[config.mk]
export PLATFORM = sky130hd
export DESIGN_NAME = mips
export DESIGN_NICKNAME = d
export VERILOG_FILES = /design/src/hw/isa_pkg.sv /design/src/hw/pipe_pkg.sv /design/src/hw/fetch.sv /design/src/hw/decode.sv /design/src/hw/execute.sv /design/src/hw/mem_stage.sv /design/src/hw/hazard_unit.sv /design/src/hw/mips.sv
export SDC_FILE = /design/constraint.sdc
export NUM_CORES = 2
export LEC_CHECK = 0
export ABC_CLOCK_PERIOD_IN_PS = 6600
export BUFFER_PORTS_ARGS = -buffer_cell sky130_fd_sc_hd__buf_2
export CAP_MARGIN = 0
export CORE_MARGIN = 2
export CORE_UTILIZATION = 45
export CTS_BUF_LIST = sky130_fd_sc_hd__clkbuf_16
export DETAILED_ROUTE_END_ITERATION = 7
export HOLD_SLACK_MARGIN = 0.02
export PLACE_DENSITY_LB_ADDON = 0.3
export SYNTH_ARGS = -nofsm -noshare
export SYNTH_HDL_FRONTEND = slang
export SYNTH_SLANG_ARGS = --single-unit
[constraint.sdc]
create_clock -name clk -period 6.6 [get_ports clk]
set_input_delay 1.32 -clock clk [delete_from_list [all_inputs] [get_ports clk]]
set_output_delay 1.32 -clock clk [all_outputs]
set_load 0.02 [all_outputs]
[src/hw/isa_pkg.sv]
package isa_pkg;

	// primary opcodes of the supported subset
	typedef enum logic [5:0] {
		OP_SPECIAL = 6'h00,
		OP_JAL     = 6'h03,
		OP_BEQ     = 6'h04,
		OP_ORI     = 6'h0d,
		OP_LUI     = 6'h0f,
		OP_LW      = 6'h23,
		OP_SB      = 6'h28,
		OP_SW      = 6'h2b
	} opcode_e;

	typedef enum logic [5:0] {
		F_JR   = 6'h08,
		F_ADDU = 6'h21,
		F_SUBU = 6'h23
	} funct_e;

	typedef enum logic [1:0] {
		ALU_ADD,
		ALU_SUB,
		ALU_OR,
		ALU_LUI
	} alu_op_e;

	// low bit of each instruction field
	localparam int OP_LSB = 26;
	localparam int RS_LSB = 21;
	localparam int RT_LSB = 16;
	localparam int RD_LSB = 11;

endpackage

[src/hw/pipe_pkg.sv]
package pipe_pkg;

	// where an operand is taken from
	typedef enum logic [1:0] {
		FWD_RF,
		FWD_M,
		FWD_W
	} fwd_sel_e;

	typedef enum logic [1:0] {
		WB_ALU,
		WB_LOAD,
		WB_PC8
	} wb_sel_e;

	typedef enum logic [1:0] {
		MEM_NONE,
		MEM_WORD,
		MEM_BYTE
	} mem_type_e;

	function automatic logic [31:0] fwd_pick(input fwd_sel_e sel, input logic [31:0] rf_val,
		input logic [31:0] m_val, input logic [31:0] w_val);
		case (sel)
			FWD_M:   return m_val;
			FWD_W:   return w_val;
			default: return rf_val;
		endcase
	endfunction

endpackage

[src/hw/fetch.sv]
`timescale 1ns/1ps

module fetch #(
	parameter logic [31:0] RESET_PC = 32'h0000_3000
) (
	input  logic        clk,
	input  logic        arst_n,
	input  logic        stall,
	input  logic        branch_taken,
	input  logic        jump,
	input  logic [31:0] target,
	input  logic [31:0] inst_rdata,
	output logic [31:0] pc_f,
	output logic [31:0] inst_d,
	output logic [31:0] pc_d
);

	always_ff @(posedge clk or negedge arst_n) begin
		if (!arst_n) begin
			pc_f   <= RESET_PC;
			inst_d <= 32'd0; // sll $0 acts as nop
			pc_d   <= RESET_PC;
		end else if (!stall) begin
			pc_f   <= (branch_taken || jump) ? target : pc_f + 32'd4;
			inst_d <= inst_rdata;
			pc_d   <= pc_f;
		end
	end

	a_pc_align: assert property (@(posedge clk) disable iff (!arst_n)
		pc_f[1:0] == 2'b00);

endmodule

[src/hw/decode.sv]
`timescale 1ns/1ps

module decode (
	input  logic                clk,
	input  logic                arst_n,
	input  logic                flush,
	input  logic [31:0]         inst_d,
	input  logic [31:0]         pc_d,
	input  pipe_pkg::fwd_sel_e  fwd_a,
	input  pipe_pkg::fwd_sel_e  fwd_b,
	input  logic [31:0]         res_m,
	input  logic [31:0]         res_w,
	input  logic                we_w,
	input  logic [4:0]          waddr_w,
	output logic                branch_taken,
	output logic                jump,
	output logic [31:0]         target,
	output logic [4:0]          rs_d,
	output logic [4:0]          rt_d,
	output logic [1:0]          tuse_rs,
	output logic [1:0]          tuse_rt,
	output isa_pkg::alu_op_e    aluop_e,
	output pipe_pkg::wb_sel_e   wbsel_e,
	output pipe_pkg::mem_type_e memtype_e,
	output logic [4:0]          waddr_e,
	output logic [1:0]          tnew_e,
	output logic [4:0]          rs_e,
	output logic [4:0]          rt_e,
	output logic [31:0]         op_a_e,
	output logic [31:0]         op_b_e,
	output logic [31:0]         imm_e,
	output logic [31:0]         pc8_e
);
	import isa_pkg::*;
	import pipe_pkg::*;

	opcode_e     op;
	funct_e      funct;
	logic [4:0]  rd;
	logic [31:0] rf [32];
	logic [31:0] rd_a, rd_b;
	logic [31:0] val_a, val_b;
	logic [31:0] ext_imm;
	alu_op_e     alu_op;
	wb_sel_e     wb_sel;
	mem_type_e   mem_type;
	logic [4:0]  waddr;
	logic [1:0]  tnew;
	logic        is_beq, is_jal, is_jr;

	assign op    = opcode_e'(inst_d[OP_LSB +: 6]);
	assign funct = funct_e'(inst_d[5:0]);
	assign rs_d  = inst_d[RS_LSB +: 5];
	assign rt_d  = inst_d[RT_LSB +: 5];
	assign rd    = inst_d[RD_LSB +: 5];

	always_ff @(posedge clk) begin
		if (we_w && waddr_w != 5'd0)
			rf[waddr_w] <= res_w;
	end

	// write-through so a same-cycle writeback is seen
	assign rd_a = (rs_d == 5'd0) ? 32'd0 : (we_w && waddr_w == rs_d) ? res_w : rf[rs_d];
	assign rd_b = (rt_d == 5'd0) ? 32'd0 : (we_w && waddr_w == rt_d) ? res_w : rf[rt_d];
	assign val_a = fwd_pick(fwd_a, rd_a, res_m, res_w);
	assign val_b = fwd_pick(fwd_b, rd_b, res_m, res_w);

	always_comb begin
		alu_op   = ALU_ADD;
		wb_sel   = WB_ALU;
		mem_type = MEM_NONE;
		waddr    = 5'd0;  // 0 means no register write
		tnew     = 2'd0;
		tuse_rs  = 2'd3;  // 3 = not read
		tuse_rt  = 2'd3;
		is_beq   = 1'b0;
		is_jal   = 1'b0;
		is_jr    = 1'b0;
		case (op)
			OP_SPECIAL: begin
				if (funct == F_ADDU || funct == F_SUBU) begin
					alu_op  = (funct == F_SUBU) ? ALU_SUB : ALU_ADD;
					waddr   = rd;
					tnew    = 2'd1;
					tuse_rs = 2'd1;
					tuse_rt = 2'd1;
				end else if (funct == F_JR) begin
					is_jr   = 1'b1;
					tuse_rs = 2'd0;
				end
			end
			OP_ORI, OP_LUI: begin
				alu_op  = (op == OP_ORI) ? ALU_OR : ALU_LUI;
				waddr   = rt_d;
				tnew    = 2'd1;
				tuse_rs = (op == OP_ORI) ? 2'd1 : 2'd3;
			end
			OP_LW: begin
				wb_sel   = WB_LOAD;
				mem_type = MEM_WORD;
				waddr    = rt_d;
				tnew     = 2'd2;
				tuse_rs  = 2'd1;
			end
			OP_SW, OP_SB: begin
				mem_type = (op == OP_SB) ? MEM_BYTE : MEM_WORD;
				tuse_rs  = 2'd1;
				tuse_rt  = 2'd2; // store data needed only in M
			end
			OP_BEQ: begin
				is_beq  = 1'b1;
				tuse_rs = 2'd0;
				tuse_rt = 2'd0;
			end
			OP_JAL: begin
				is_jal = 1'b1;
				wb_sel = WB_PC8;
				waddr  = 5'd31;
				tnew   = 2'd1; // pc+8 forwardable from M
			end
			default: ;
		endcase
	end

	assign ext_imm = (op == OP_ORI || op == OP_LUI) ? {16'd0, inst_d[15:0]} :
		{{16{inst_d[15]}}, inst_d[15:0]};

	assign branch_taken = is_beq && (val_a == val_b);
	assign jump         = is_jal || is_jr;

	always_comb begin
		if (is_jr)
			target = val_a;
		else if (is_jal)
			target = {pc_d[31:28], inst_d[25:0], 2'b00};
		else
			target = pc_d + 32'd4 + {ext_imm[29:0], 2'b00};
	end

	always_ff @(posedge clk or negedge arst_n) begin
		if (!arst_n) begin
			aluop_e   <= ALU_ADD;
			wbsel_e   <= WB_ALU;
			memtype_e <= MEM_NONE;
			waddr_e   <= 5'd0;
			tnew_e    <= 2'd0;
			rs_e      <= 5'd0;
			rt_e      <= 5'd0;
		end else begin
			aluop_e   <= alu_op;
			wbsel_e   <= wb_sel;
			memtype_e <= flush ? MEM_NONE : mem_type; // bubble on flush
			waddr_e   <= flush ? 5'd0 : waddr;
			tnew_e    <= flush ? 2'd0 : tnew;
			rs_e      <= rs_d;
			rt_e      <= rt_d;
		end
	end

	always_ff @(posedge clk) begin
		op_a_e <= val_a;
		op_b_e <= val_b;
		imm_e  <= ext_imm;
		pc8_e  <= pc_d + 32'd8;
	end

	// jr lands on a word boundary once its operand is final
	a_jr_align: assert property (@(posedge clk) disable iff (!arst_n)
		(is_jr && !flush) |-> val_a[1:0] == 2'b00);

endmodule

[src/hw/execute.sv]
`timescale 1ns/1ps

module execute (
	input  logic                clk,
	input  logic                arst_n,
	input  pipe_pkg::fwd_sel_e  fwd_a,
	input  pipe_pkg::fwd_sel_e  fwd_b,
	input  logic [31:0]         res_m,
	input  logic [31:0]         res_w,
	input  isa_pkg::alu_op_e    aluop_e,
	input  pipe_pkg::wb_sel_e   wbsel_e,
	input  pipe_pkg::mem_type_e memtype_e,
	input  logic [4:0]          waddr_e,
	input  logic [1:0]          tnew_e,
	input  logic [4:0]          rt_e,
	input  logic [31:0]         op_a_e,
	input  logic [31:0]         op_b_e,
	input  logic [31:0]         imm_e,
	input  logic [31:0]         pc8_e,
	output logic [31:0]         alu_res_m,
	output logic [31:0]         store_data_m,
	output logic [31:0]         pc8_m,
	output logic [4:0]          waddr_m,
	output logic [1:0]          tnew_m,
	output logic [4:0]          rt_m,
	output pipe_pkg::wb_sel_e   wb_sel_m,
	output pipe_pkg::mem_type_e mem_type_m,
	output logic [4:0]          waddr_x,
	output logic [1:0]          tnew_x
);
	import isa_pkg::*;
	import pipe_pkg::*;

	logic [31:0] src_a, rt_val, src_b, alu_res;
	logic        use_imm;

	assign src_a  = fwd_pick(fwd_a, op_a_e, res_m, res_w);
	assign rt_val = fwd_pick(fwd_b, op_b_e, res_m, res_w);

	// only addu/subu take rt as the second operand
	assign use_imm = memtype_e != MEM_NONE || aluop_e == ALU_OR || aluop_e == ALU_LUI;
	assign src_b   = use_imm ? imm_e : rt_val;

	always_comb begin
		case (aluop_e)
			ALU_SUB: alu_res = src_a - src_b;
			ALU_OR:  alu_res = src_a | src_b;
			ALU_LUI: alu_res = {src_b[15:0], 16'd0};
			default: alu_res = src_a + src_b;
		endcase
	end

	assign waddr_x = waddr_e;
	assign tnew_x  = tnew_e;

	always_ff @(posedge clk or negedge arst_n) begin
		if (!arst_n) begin
			waddr_m    <= 5'd0;
			tnew_m     <= 2'd0;
			rt_m       <= 5'd0;
			wb_sel_m   <= WB_ALU;
			mem_type_m <= MEM_NONE;
		end else begin
			waddr_m    <= waddr_e;
			tnew_m     <= (tnew_e == 2'd0) ? 2'd0 : tnew_e - 2'd1;
			rt_m       <= rt_e;
			wb_sel_m   <= wbsel_e;
			mem_type_m <= memtype_e;
		end
	end

	always_ff @(posedge clk) begin
		alu_res_m    <= alu_res;
		store_data_m <= rt_val; // may still be stale after a load, fixed in M
		pc8_m        <= pc8_e;
	end

endmodule

[src/hw/mem_stage.sv]
`timescale 1ns/1ps

module mem_stage (
	input  logic                clk,
	input  logic                arst_n,
	input  pipe_pkg::fwd_sel_e  fwd_st,
	input  logic [31:0]         alu_res_m,
	input  logic [31:0]         store_data_m,
	input  logic [31:0]         pc8_m,
	input  logic [4:0]          waddr_m,
	input  pipe_pkg::wb_sel_e   wb_sel_m,
	input  pipe_pkg::mem_type_e mem_type_m,
	input  logic [31:0]         data_rdata,
	output logic [31:0]         data_addr,
	output logic [31:0]         data_wdata,
	output logic [3:0]          byteen,
	output logic [31:0]         inst_addr_m,
	output logic [31:0]         res_m,
	output logic                we_w,
	output logic [4:0]          waddr_w,
	output logic [31:0]         res_w,
	output logic [31:0]         pc_w
);
	import pipe_pkg::*;

	logic [31:0] st_data;
	logic        is_store;
	wb_sel_e     wb_sel_w;
	logic [31:0] res_m_w, load_w;

	assign data_addr   = alu_res_m;
	assign inst_addr_m = pc8_m - 32'd8;
	assign res_m       = (wb_sel_m == WB_PC8) ? pc8_m : alu_res_m;
	assign st_data     = fwd_pick(fwd_st, store_data_m, res_m, res_w);
	assign is_store    = mem_type_m != MEM_NONE && wb_sel_m != WB_LOAD;

	always_comb begin
		data_wdata = st_data;
		byteen     = 4'b0000;
		if (is_store) begin
			if (mem_type_m == MEM_BYTE) begin
				data_wdata = {24'd0, st_data[7:0]} << {alu_res_m[1:0], 3'b000};
				byteen     = 4'b0001 << alu_res_m[1:0];
			end else begin
				byteen = 4'b1111;
			end
		end
	end

	always_ff @(posedge clk or negedge arst_n) begin
		if (!arst_n) begin
			we_w     <= 1'b0;
			waddr_w  <= 5'd0;
			wb_sel_w <= WB_ALU;
		end else begin
			we_w     <= waddr_m != 5'd0; // $0 writes dropped here
			waddr_w  <= waddr_m;
			wb_sel_w <= wb_sel_m;
		end
	end

	always_ff @(posedge clk) begin
		res_m_w <= res_m;
		load_w  <= data_rdata; // lw only, whole word
		pc_w    <= inst_addr_m;
	end

	assign res_w = (wb_sel_w == WB_LOAD) ? load_w : res_m_w;

	// word loads and stores need an aligned address
	a_word_align: assert property (@(posedge clk) disable iff (!arst_n)
		mem_type_m == MEM_WORD |-> data_addr[1:0] == 2'b00);

endmodule

[src/hw/hazard_unit.sv]
`timescale 1ns/1ps

module hazard_unit (
	input  logic               [4:0] rs_d,
	input  logic               [4:0] rt_d,
	input  logic               [1:0] tuse_rs,
	input  logic               [1:0] tuse_rt,
	input  logic               [4:0] waddr_x,
	input  logic               [1:0] tnew_x,
	input  logic               [4:0] rs_e,
	input  logic               [4:0] rt_e,
	input  logic               [4:0] waddr_m,
	input  logic               [1:0] tnew_m,
	input  logic               [4:0] rt_m,
	input  logic                     we_w,
	input  logic               [4:0] waddr_w,
	output logic                     stall,
	output logic                     flush,
	output pipe_pkg::fwd_sel_e       fwd_cmp_a,
	output pipe_pkg::fwd_sel_e       fwd_cmp_b,
	output pipe_pkg::fwd_sel_e       fwd_alu_a,
	output pipe_pkg::fwd_sel_e       fwd_alu_b,
	output pipe_pkg::fwd_sel_e       fwd_st
);
	import pipe_pkg::*;

	// producer in E or M not ready before the reader needs it
	function automatic logic late(input logic [4:0] src, input logic [1:0] tuse);
		if (src == 5'd0)
			return 1'b0;
		return (src == waddr_x && tnew_x > tuse) || (src == waddr_m && tnew_m > tuse);
	endfunction

	// newest ready producer wins, E results never forward
	function automatic fwd_sel_e pick(input logic [4:0] src, input logic use_m);
		if (src == 5'd0)
			return FWD_RF;
		if (use_m && src == waddr_m && tnew_m == 2'd0)
			return FWD_M;
		if (we_w && src == waddr_w)
			return FWD_W;
		return FWD_RF;
	endfunction

	always_comb begin
		stall     = late(rs_d, tuse_rs) || late(rt_d, tuse_rt);
		flush     = stall; // bubble into E while F/D hold
		fwd_cmp_a = pick(rs_d, 1'b1);
		fwd_cmp_b = pick(rt_d, 1'b1);
		fwd_alu_a = pick(rs_e, 1'b1);
		fwd_alu_b = pick(rt_e, 1'b1);
		fwd_st    = pick(rt_m, 1'b0); // only W is newer than M
	end

endmodule

[src/hw/mips.sv]
`timescale 1ns/1ps

module mips #(
	parameter logic [31:0] RESET_PC = 32'h0000_3000
) (
	input  logic        clk,
	input  logic        arst_n,
	input  logic [31:0] i_inst_rdata,
	input  logic [31:0] m_data_rdata,
	output logic [31:0] i_inst_addr,
	output logic [31:0] m_data_addr,
	output logic [31:0] m_data_wdata,
	output logic [3:0]  m_data_byteen,
	output logic [31:0] m_inst_addr,
	output logic        w_grf_we,
	output logic [4:0]  w_grf_addr,
	output logic [31:0] w_grf_wdata,
	output logic [31:0] w_inst_addr
);
	import isa_pkg::*;
	import pipe_pkg::*;

	logic        stall, flush, branch_taken, jump;
	logic [31:0] target, inst_d, pc_d, res_m;
	fwd_sel_e    fwd_cmp_a, fwd_cmp_b, fwd_alu_a, fwd_alu_b, fwd_st;
	logic [4:0]  rs_d, rt_d, rs_e, rt_e, waddr_e, waddr_m, rt_m, waddr_x;
	logic [1:0]  tuse_rs, tuse_rt, tnew_e, tnew_m, tnew_x;
	alu_op_e     aluop_e;
	wb_sel_e     wbsel_e, wb_sel_m;
	mem_type_e   memtype_e, mem_type_m;
	logic [31:0] op_a_e, op_b_e, imm_e, pc8_e;
	logic [31:0] alu_res_m, store_data_m, pc8_m;

	fetch #(.RESET_PC(RESET_PC)) u_fetch (
		.clk(clk), .arst_n(arst_n), .stall(stall),
		.branch_taken(branch_taken), .jump(jump), .target(target),
		.inst_rdata(i_inst_rdata), .pc_f(i_inst_addr), .inst_d(inst_d), .pc_d(pc_d)
	);

	decode u_decode (
		.clk(clk), .arst_n(arst_n), .flush(flush), .inst_d(inst_d), .pc_d(pc_d),
		.fwd_a(fwd_cmp_a), .fwd_b(fwd_cmp_b), .res_m(res_m), .res_w(w_grf_wdata),
		.we_w(w_grf_we), .waddr_w(w_grf_addr),
		.branch_taken(branch_taken), .jump(jump), .target(target),
		.rs_d(rs_d), .rt_d(rt_d), .tuse_rs(tuse_rs), .tuse_rt(tuse_rt),
		.aluop_e(aluop_e), .wbsel_e(wbsel_e), .memtype_e(memtype_e),
		.waddr_e(waddr_e), .tnew_e(tnew_e), .rs_e(rs_e), .rt_e(rt_e),
		.op_a_e(op_a_e), .op_b_e(op_b_e), .imm_e(imm_e), .pc8_e(pc8_e)
	);

	execute u_execute (
		.clk(clk), .arst_n(arst_n), .fwd_a(fwd_alu_a), .fwd_b(fwd_alu_b),
		.res_m(res_m), .res_w(w_grf_wdata),
		.aluop_e(aluop_e), .wbsel_e(wbsel_e), .memtype_e(memtype_e),
		.waddr_e(waddr_e), .tnew_e(tnew_e), .rt_e(rt_e),
		.op_a_e(op_a_e), .op_b_e(op_b_e), .imm_e(imm_e), .pc8_e(pc8_e),
		.alu_res_m(alu_res_m), .store_data_m(store_data_m), .pc8_m(pc8_m),
		.waddr_m(waddr_m), .tnew_m(tnew_m), .rt_m(rt_m),
		.wb_sel_m(wb_sel_m), .mem_type_m(mem_type_m),
		.waddr_x(waddr_x), .tnew_x(tnew_x)
	);

	mem_stage u_mem_stage (
		.clk(clk), .arst_n(arst_n), .fwd_st(fwd_st),
		.alu_res_m(alu_res_m), .store_data_m(store_data_m), .pc8_m(pc8_m),
		.waddr_m(waddr_m), .wb_sel_m(wb_sel_m), .mem_type_m(mem_type_m),
		.data_rdata(m_data_rdata), .data_addr(m_data_addr), .data_wdata(m_data_wdata),
		.byteen(m_data_byteen), .inst_addr_m(m_inst_addr), .res_m(res_m),
		.we_w(w_grf_we), .waddr_w(w_grf_addr), .res_w(w_grf_wdata), .pc_w(w_inst_addr)
	);

	hazard_unit u_hazard_unit (
		.rs_d(rs_d), .rt_d(rt_d), .tuse_rs(tuse_rs), .tuse_rt(tuse_rt),
		.waddr_x(waddr_x), .tnew_x(tnew_x), .rs_e(rs_e), .rt_e(rt_e),
		.waddr_m(waddr_m), .tnew_m(tnew_m), .rt_m(rt_m),
		.we_w(w_grf_we), .waddr_w(w_grf_addr),
		.stall(stall), .flush(flush),
		.fwd_cmp_a(fwd_cmp_a), .fwd_cmp_b(fwd_cmp_b),
		.fwd_alu_a(fwd_alu_a), .fwd_alu_b(fwd_alu_b), .fwd_st(fwd_st)
	);

endmodule

# Yosys cells after proc, flatten, opt, wreduce, memory -nomap -nowiden
# Memories as Yosys holds them, arrays and structs flattened.
# Index checks and enable logic that the tools add are counted.
[op_classes]
addsub = 8
magnitude_cmp = 4
n_eq_ne = 41
shift = 2
muxes = 108
n_bitwise = 1
n_reduce_logical = 44
[ops]
columns = ["op", "count"]
rows = [
  ["2-to-1 mux 32 bit", 12],
  ["one-hot mux 32 bit (2 select lines)", 5],
  ["one-hot mux 32 bit (3 select lines)", 1],
  ["2-to-1 mux 2 bit", 37],
  ["== test 5 bit", 13],
  ["adder 32 x 3 -> 32 bit (second input constant)", 2],
  ["adder 32 bit", 2],
  ["2-to-1 mux 1 bit", 41],
  ["adder 32 x 4 -> 32 bit (second input constant)", 1],
  ["== test 32 bit", 1],
  ["OR 32 bit", 1],
  ["left shift 8 x 5 -> 32 bit", 1],
  ["subtractor 32 bit", 1],
  ["subtractor 32 x 4 -> 32 bit (second input constant)", 1],
  ["== test 6 bit (second input constant)", 5],
  ["2-to-1 mux 30 bit", 1],
  ["logical NOT 5 bit", 5],
  ["== test 2 bit (second input constant)", 9],
  ["== test 6 x 4 -> 1 bit (second input constant)", 3],
  ["logical AND 1 bit", 18],
  ["one-hot mux 5 bit (3 select lines)", 1],
  ["== test 2 x 1 -> 1 bit (second input constant)", 7],
  ["one-hot mux 2 bit (2 select lines)", 3],
  ["one-hot mux 2 bit (3 select lines)", 2],
  ["16 further kinds", 35],
]
[totals]
register_bits = 462
ram_bits = 1024
inputBits = 66
output_inout_bits = 202
word_cells = 238
mem_count = 1
[mem_list]
columns = ["memory", "words", "width", "rd", "rd_clocked_by_memory_dff", "wr", "line_no", "source"]
rows = [
  ["u_decode.rf", 32, 32, 2, 0, 1, "decode.sv:40", "logic [31:0] rf [32];"],
]

# Depth between registers and ports, before layout
[depth]
word_depth = 15
depth_mapped = 28
mapped_depth_nobuf = 25

# Hierarchy
# A second synthesis with hierarchy kept.
[hier_totals]
cells_unflattened = 5136
hier_area_um2 = 72912.4
[by_module_without_submodules]
columns = ["module", "instances", "cells_each", "area_per_inst_um2", "seq_area_each_um2"]
rows = [
  ["decode", 1, 3294, 55464.4, 33607.2],
  ["execute", 1, 912, 7559.8, 2322.2],
  ["mem_stage", 1, 427, 4594.4, 2122.0],
  ["fetch", 1, 370, 4326.6, 2407.3],
  ["hazard_unit", 1, 133, 967.2, 0.0],
]

# Least setup slack after synthesis
# OpenSTA, ideal clock, no wires.
[synth_timing]
path_kind = "reg-to-reg"
from = "reg u_mem_stage.waddr_w[0]"
to = "reg u_execute.alu_res_m[30]"
setup_ns = 0.124
t_arrival_ns = 5.729
required_time_ns = 6.476
path_slack_ns = 0.747
stages_incl_launch_ff = 28
path_buffers = 3
synth_period_minus_slack_ns = 5.853
cell_sequence = "dfrtp_1 -> buf_2 -> xor2_1 -> nor4_4 -> o211a_1 -> a21oi_2 -> buf_6 -> buf_6 -> a221oi_1 -> a31oi_1 -> or3_1 -> or2_1 -> a21oi_1 -> nand2_1 -> xnor2_1 -> ha_1 -> a21o_1 -> a21o_1 -> a21o_1 -> a21oi_1 -> o21ai_0 -> a21oi_1 -> o21ai_0 -> a211oi_1 -> o21ai_0 -> a2111oi_0 -> nor4_1 -> nand3b_1"
[synth_via]
elab_chain_cells = 13
elab_cells_between_ends = 29
cone_classes = "2 x add/sub; 6 x eq/ne; 18 x mux; 1 x bitwise; 2 x reduce/logical"
[synth_lines]
columns = ["element", "line_no", "source"]
rows = [
  ["start, declared", "mem_stage.sv:20", "output logic [4:0] waddr_w,"],
  ["start signal, assigned", "mem_stage.sv:57", "waddr_w <= waddr_m;"],
  ["== test 5 bit", "hazard_unit.sv:40", "if (we_w && src == waddr_w)"],
  ["logical AND 1 bit", "hazard_unit.sv:40", ""],
  ["2-to-1 mux 1 bit (2 in a row)", "hazard_unit.sv:40", ""],
  ["2-to-1 mux 1 bit", "hazard_unit.sv:38", "if (use_m && src == waddr_m && tnew_m == 2'd0)"],
  ["2-to-1 mux 2 bit", "hazard_unit.sv:42", "return FWD_RF;"],
  ["2-to-1 mux 2 bit", "hazard_unit.sv:40", ""],
  ["2-to-1 mux 2 bit", "hazard_unit.sv:38", ""],
  ["== test 2 bit / == test 2 x 1 -> 1 bit (equally long branches)", "pipe_pkg.sv:24", "case (sel)"],
  ["one-hot mux 32 bit (2 select lines)", "pipe_pkg.sv:24", ""],
  ["2-to-1 mux 32 bit", "execute.sv:42", "assign src_b = use_imm ? imm_e : rt_val;"],
  ["adder 32 bit (tied with other cells)", "execute.sv:49", "default: alu_res = src_a + src_b;"],
  ["one-hot mux 32 bit (3 select lines) *", "execute.sv:45", "case (aluop_e)"],
  ["net u_execute.alu_res[30]", "execute.sv:34", "logic [31:0] src_a, rt_val, src_b, alu_res;"],
  ["end signal, assigned", "execute.sv:73", "alu_res_m <= alu_res;"],
  ["end, declared", "execute.sv:20", "output logic [31:0] alu_res_m,"],
]
# Mark *: on every way through the listed nets, which the timed path passes. The rest lies on a longest branch. The select of a mux whose other input is x is not followed.
# A chain may end at the register's enable or synchronous reset.

# Final worst setup path
[layout_timing]
from = "reg u_decode.rt_e[0]"
to = "reg u_execute.alu_res_m[30]"
[layout_via]
elab_chain_cells = 13
elab_cells_between_ends = 24
cone_classes = "2 x add/sub; 4 x eq/ne; 14 x mux; 1 x bitwise; 3 x reduce/logical"
[layout_lines]
columns = ["element", "line_no", "source"]
rows = [
  ["start, declared", "decode.sv:28", "output logic [4:0] rt_e,"],
  ["start signal, assigned", "decode.sv:156", "rt_e <= rt_d;"],
  ["== test 5 bit", "hazard_unit.sv:40", ""],
  ["logical AND 1 bit", "hazard_unit.sv:40", ""],
  ["2-to-1 mux 1 bit (2 in a row)", "hazard_unit.sv:40", ""],
  ["2-to-1 mux 1 bit", "hazard_unit.sv:38", ""],
  ["2-to-1 mux 2 bit", "hazard_unit.sv:42", ""],
  ["2-to-1 mux 2 bit", "hazard_unit.sv:40", ""],
  ["2-to-1 mux 2 bit *", "hazard_unit.sv:38", ""],
  ["== test 2 bit / == test 2 x 1 -> 1 bit (equally long branches)", "pipe_pkg.sv:24", ""],
  ["one-hot mux 32 bit (2 select lines) *", "pipe_pkg.sv:24", ""],
  ["net u_execute.rt_val[1]", "execute.sv:34", ""],
  ["2-to-1 mux 32 bit *", "execute.sv:42", ""],
  ["adder 32 bit / subtractor 32 bit (equally long branches)", "execute.sv:49, execute.sv:46", ""],
  ["one-hot mux 32 bit (3 select lines) *", "execute.sv:45", ""],
  ["net u_execute.alu_res[30]", "execute.sv:34", ""],
]
# Marked as above.

==> results.json <==
{
  "outcome": "complete, no violations",
  "powerDensity_mw_per_mm2": 351,
  "synth_edf_count": 1024,
  "clkLatencyLatePin_ps": 840,
  "avgViaCountPerCell": 6.66,
  "syn_area_mm2": 0.0718,
  "postSynthCellCount": 5126,
  "worstHoldEndpoint": "u_execute.pc8_m[0]",
  "critical_path_buf_inv_count": 1,
  "avgSynthCellArea_um2": 14.0,
  "ir_worst_vdd_uv": 298,
  "ys_seq_area_frac": 0.563,
  "path_class": "flip-flop to flip-flop",
  "die-area_mm2": 0.163,
  "netlist-cell-type-count": 108,
  "power.total_uw": 28800,
  "slew_viol_final": 0,
  "ys.warnings.count": 0,
  "synth_top_area_share": 0.428,
  "synth.most_common_cell": "edfxtp_1",
  "drt_iter0_markers": 7871,
  "layout_setup_ws_ps": 482,
  "crit_path_start_kind": "flip-flop",
  "pre_cts_ws_ps": 408,
  "cts_hold_buf": 0,
  "cp_slowest_stage_delay_ps": 430,
  "area_growth_pct": 13.9,
  "r2r-end": "u_execute.alu_res_m[30]",
  "antenna_found_initial": 15,
  "synth_seq_cells": 1473,
  "min-delay-start": "u_decode.pc8_e[0]",
  "hp-class": "flip-flop to flip-flop",
  "grt_pass1_wl_um": 376000,
  "cts_buffer_depth": 3,
  "fin_nets": 5696,
  "rsz0062_at_grt": "no",
  "clk_pin_slew_ps": 70,
  "cts-root-buf": "clkbuf_16",
  "reg2reg_depth": 23,
  "post-route-period-util": 0.927,
  "worst_pin_slew_ps": 1180,
  "final_hold_viol_count": 0,
  "crit_required_ps": 7330,
  "setup-tns-final_ps": 0,
  "start_util": 0.453,
  "postRouteAntennaNets": 0,
  "vias": 51400,
  "rows": 146,
  "worstPathCellList": "xor2_1 > nor4_4 > o211a_1 > a21oi_4 > a221o_1 > a21oi_1 > ha_1 > nand4_1 > o21ai_0 > xor2_1 > ha_1 > a21o_1 > a21oi_1 > nand2_1 > o21ai_0 > a211o_1 > o21ai_0 > a211oi_1 > o21ai_0 > a2111oi_1 > buf_4 > nor4_1 > nand3b_1",
  "fin_worst_skew_ps": 51.5,
  "grt_pass1_vias": 48700,
  "largest-register": "u_decode.rf",
  "fmax_ghz": 0.163,
  "finalCriticalPeriod_ps": 6120,
  "die_w_um": 403,
  "fin_util": 0.517,
  "synth_top_cell_by_area": "edfxtp_1",
  "drc": 0,
  "synthTopCellsByArea": "edfxtp_1 43%, mux4_2 14%, dfxtp_1 8.5%",
  "drive_gt1_frac": 0.242,
  "dp_hpwl_um": 181000,
  "cts_tree": "yes",
  "r2r_start": "u_decode.rt_e[0]",
  "grt-ovfl-total": 0,
  "core_mm2": 0.158,
  "grt_usage": 0.327,
  "crit_family": "compound AO/OA/AOI/OAI gates",
  "max_slew_margin": 0.207,
  "p_leak_uw": 0.0296,
  "cp-end-kind": "flip-flop",
  "gp_congestion": 1.06,
  "whs_ps": 323,
  "synthArstFlopShare": 0.0971,
  "r2r_slack_ps": 480,
  "setup_viol": 0,
  "largest_reg_flops": 1024,
  "port_buffers": 267,
  "synth_top_cells_by_count": "1024 x edfxtp_1, 433 x mux4_2, 366 x nand2_1, 317 x mux2i_1, 306 x dfxtp_1",
  "synth-main-ff-cell": "edfxtp_1",
  "ios": 268,
  "cts_max_level": 4,
  "cts_sinks": 1473,
  "cp.arrival_ps": 6850,
  "wl_per_cell_um": 35.1,
  "cp_slowest_cell": "dfrtp_1",
  "grt_max_degree": 113,
  "die_y_um": 403,
  "drt_pre_antenna_iters": 8,
  "crit_path_max_fanout": 13,
  "cts_inserted_buffers": 160,
  "crit_top_cell": "o21ai_0",
  "hold-path-cell-count": 0,
  "maxCapViolations": 0,
  "wl_um": 271000
}
==> placed cells by master, fill, tap and decap left out, types with 19 or more instances in the layout <==
master	count
ha_1	105
nand2_1	366
or3_1	25
a31oi_1	39
mux2_2	52
dfrtp_1	130
o21ai_0	148
o22ai_1	80
edfxtp_1	1024
buf_4	251
a221oi_1	60
buf_2	266
inv_1	162
clkinv_2	23
a21o_1	29
clkbuf_16	166
nor2_4	22
o211ai_1	45
a22oi_1	144
nand4_1	26
dfxtp_1	306
a221o_1	70
and2_1	30
and3_1	35
nand2b_1	29
xor2_1	95
mux2i_1	317
xnor2_1	117
nand3_1	80
a211oi_1	53
o2bb2ai_1	19
conb_1	32
nor3_1	69
nor2_1	233
mux4_2	433
a21oi_1	117
clkinv_1	31
nor2b_1	38
==> power breakdown <==
part	internal (µW)	total, µW	switching [µW]
logic	2300	7440	5140
clock network	5010	8820	3810
registers	11600	12500	850
total	19000	28800	9800
==> layout make-up <==
type	count	area (µm²)
Inverter	136	510
Timing Repair Buffer	535	3570
Clock inverter	123	981
Multi-Input combinational cell	3217	29500
Tap cell	2072	2590
Sequential cell	1473	40500
Fill cell	13200	76600
Antenna cell	4	10.0
Clock buffer	166	4150
==> metal layers <==
metal,vias up,wire [µm],GRT usage
li1,21000,-,-
met1,26200,101000,0.434
met2,3538,121000,0.497
met3,675,31300,0.0796
met4,10,17100,0.175
met5,-,71,0
==> worst max-delay path by stage <==
| stage | endpoint | cells after the start | from | slack (ps) |
|---|---|---|---|---|
| 4_1_cts | u_execute.alu_res_m[28] | 24 | u_execute.waddr_m[3] | 420 |
| 5_1_grt | u_execute.alu_res_m[30] | 25 | u_decode.rt_e[0] | 3 |
| 3_5_place_dp | u_execute.alu_res_m[28] | 24 | u_execute.waddr_m[2] | 410 |
| 2_1_floorplan | u_execute.alu_res_m[30] | 27 | u_mem_stage.waddr_w[0] | 750 |
| 6_report | u_execute.alu_res_m[30] | 23 | u_decode.rt_e[0] | 480 |
| 3_3_place_gp | u_execute.alu_res_m[30] | 25 | u_execute.waddr_m[2] | 400 |
==> through the flow <==
step                      std cells  area (µm²)
after global placement         7431       76600
after CTS                      7720       81800
after detailed placement       7431       76600
final                          7726       81800
after global routing           7722       81800
after floorplan                5157       71900
==> logic make-up (layout without fill, tap and decap cells) <==
family          Yosys count  count (layout)  synth area share
flops                  1473            1473             0.563
simple gates           1065            1065            0.0715
compound gates          999             999             0.100
mux                     802             802             0.188
buf+inv                 467             960            0.0319
xor+xnor                212             212            0.0259
fa+ha+maj               107             107            0.0189
other cells               1              36         0.0000522
==> timing repair <==
item | CTS | global route
resized for setup | 0 | 6
setup buffers | 0 | 2
hold endpoints to repair | 0 | 0
endpoints found under the setup margin | 0 | 3
No activity file was read; power rests on OpenSTA's default activity.
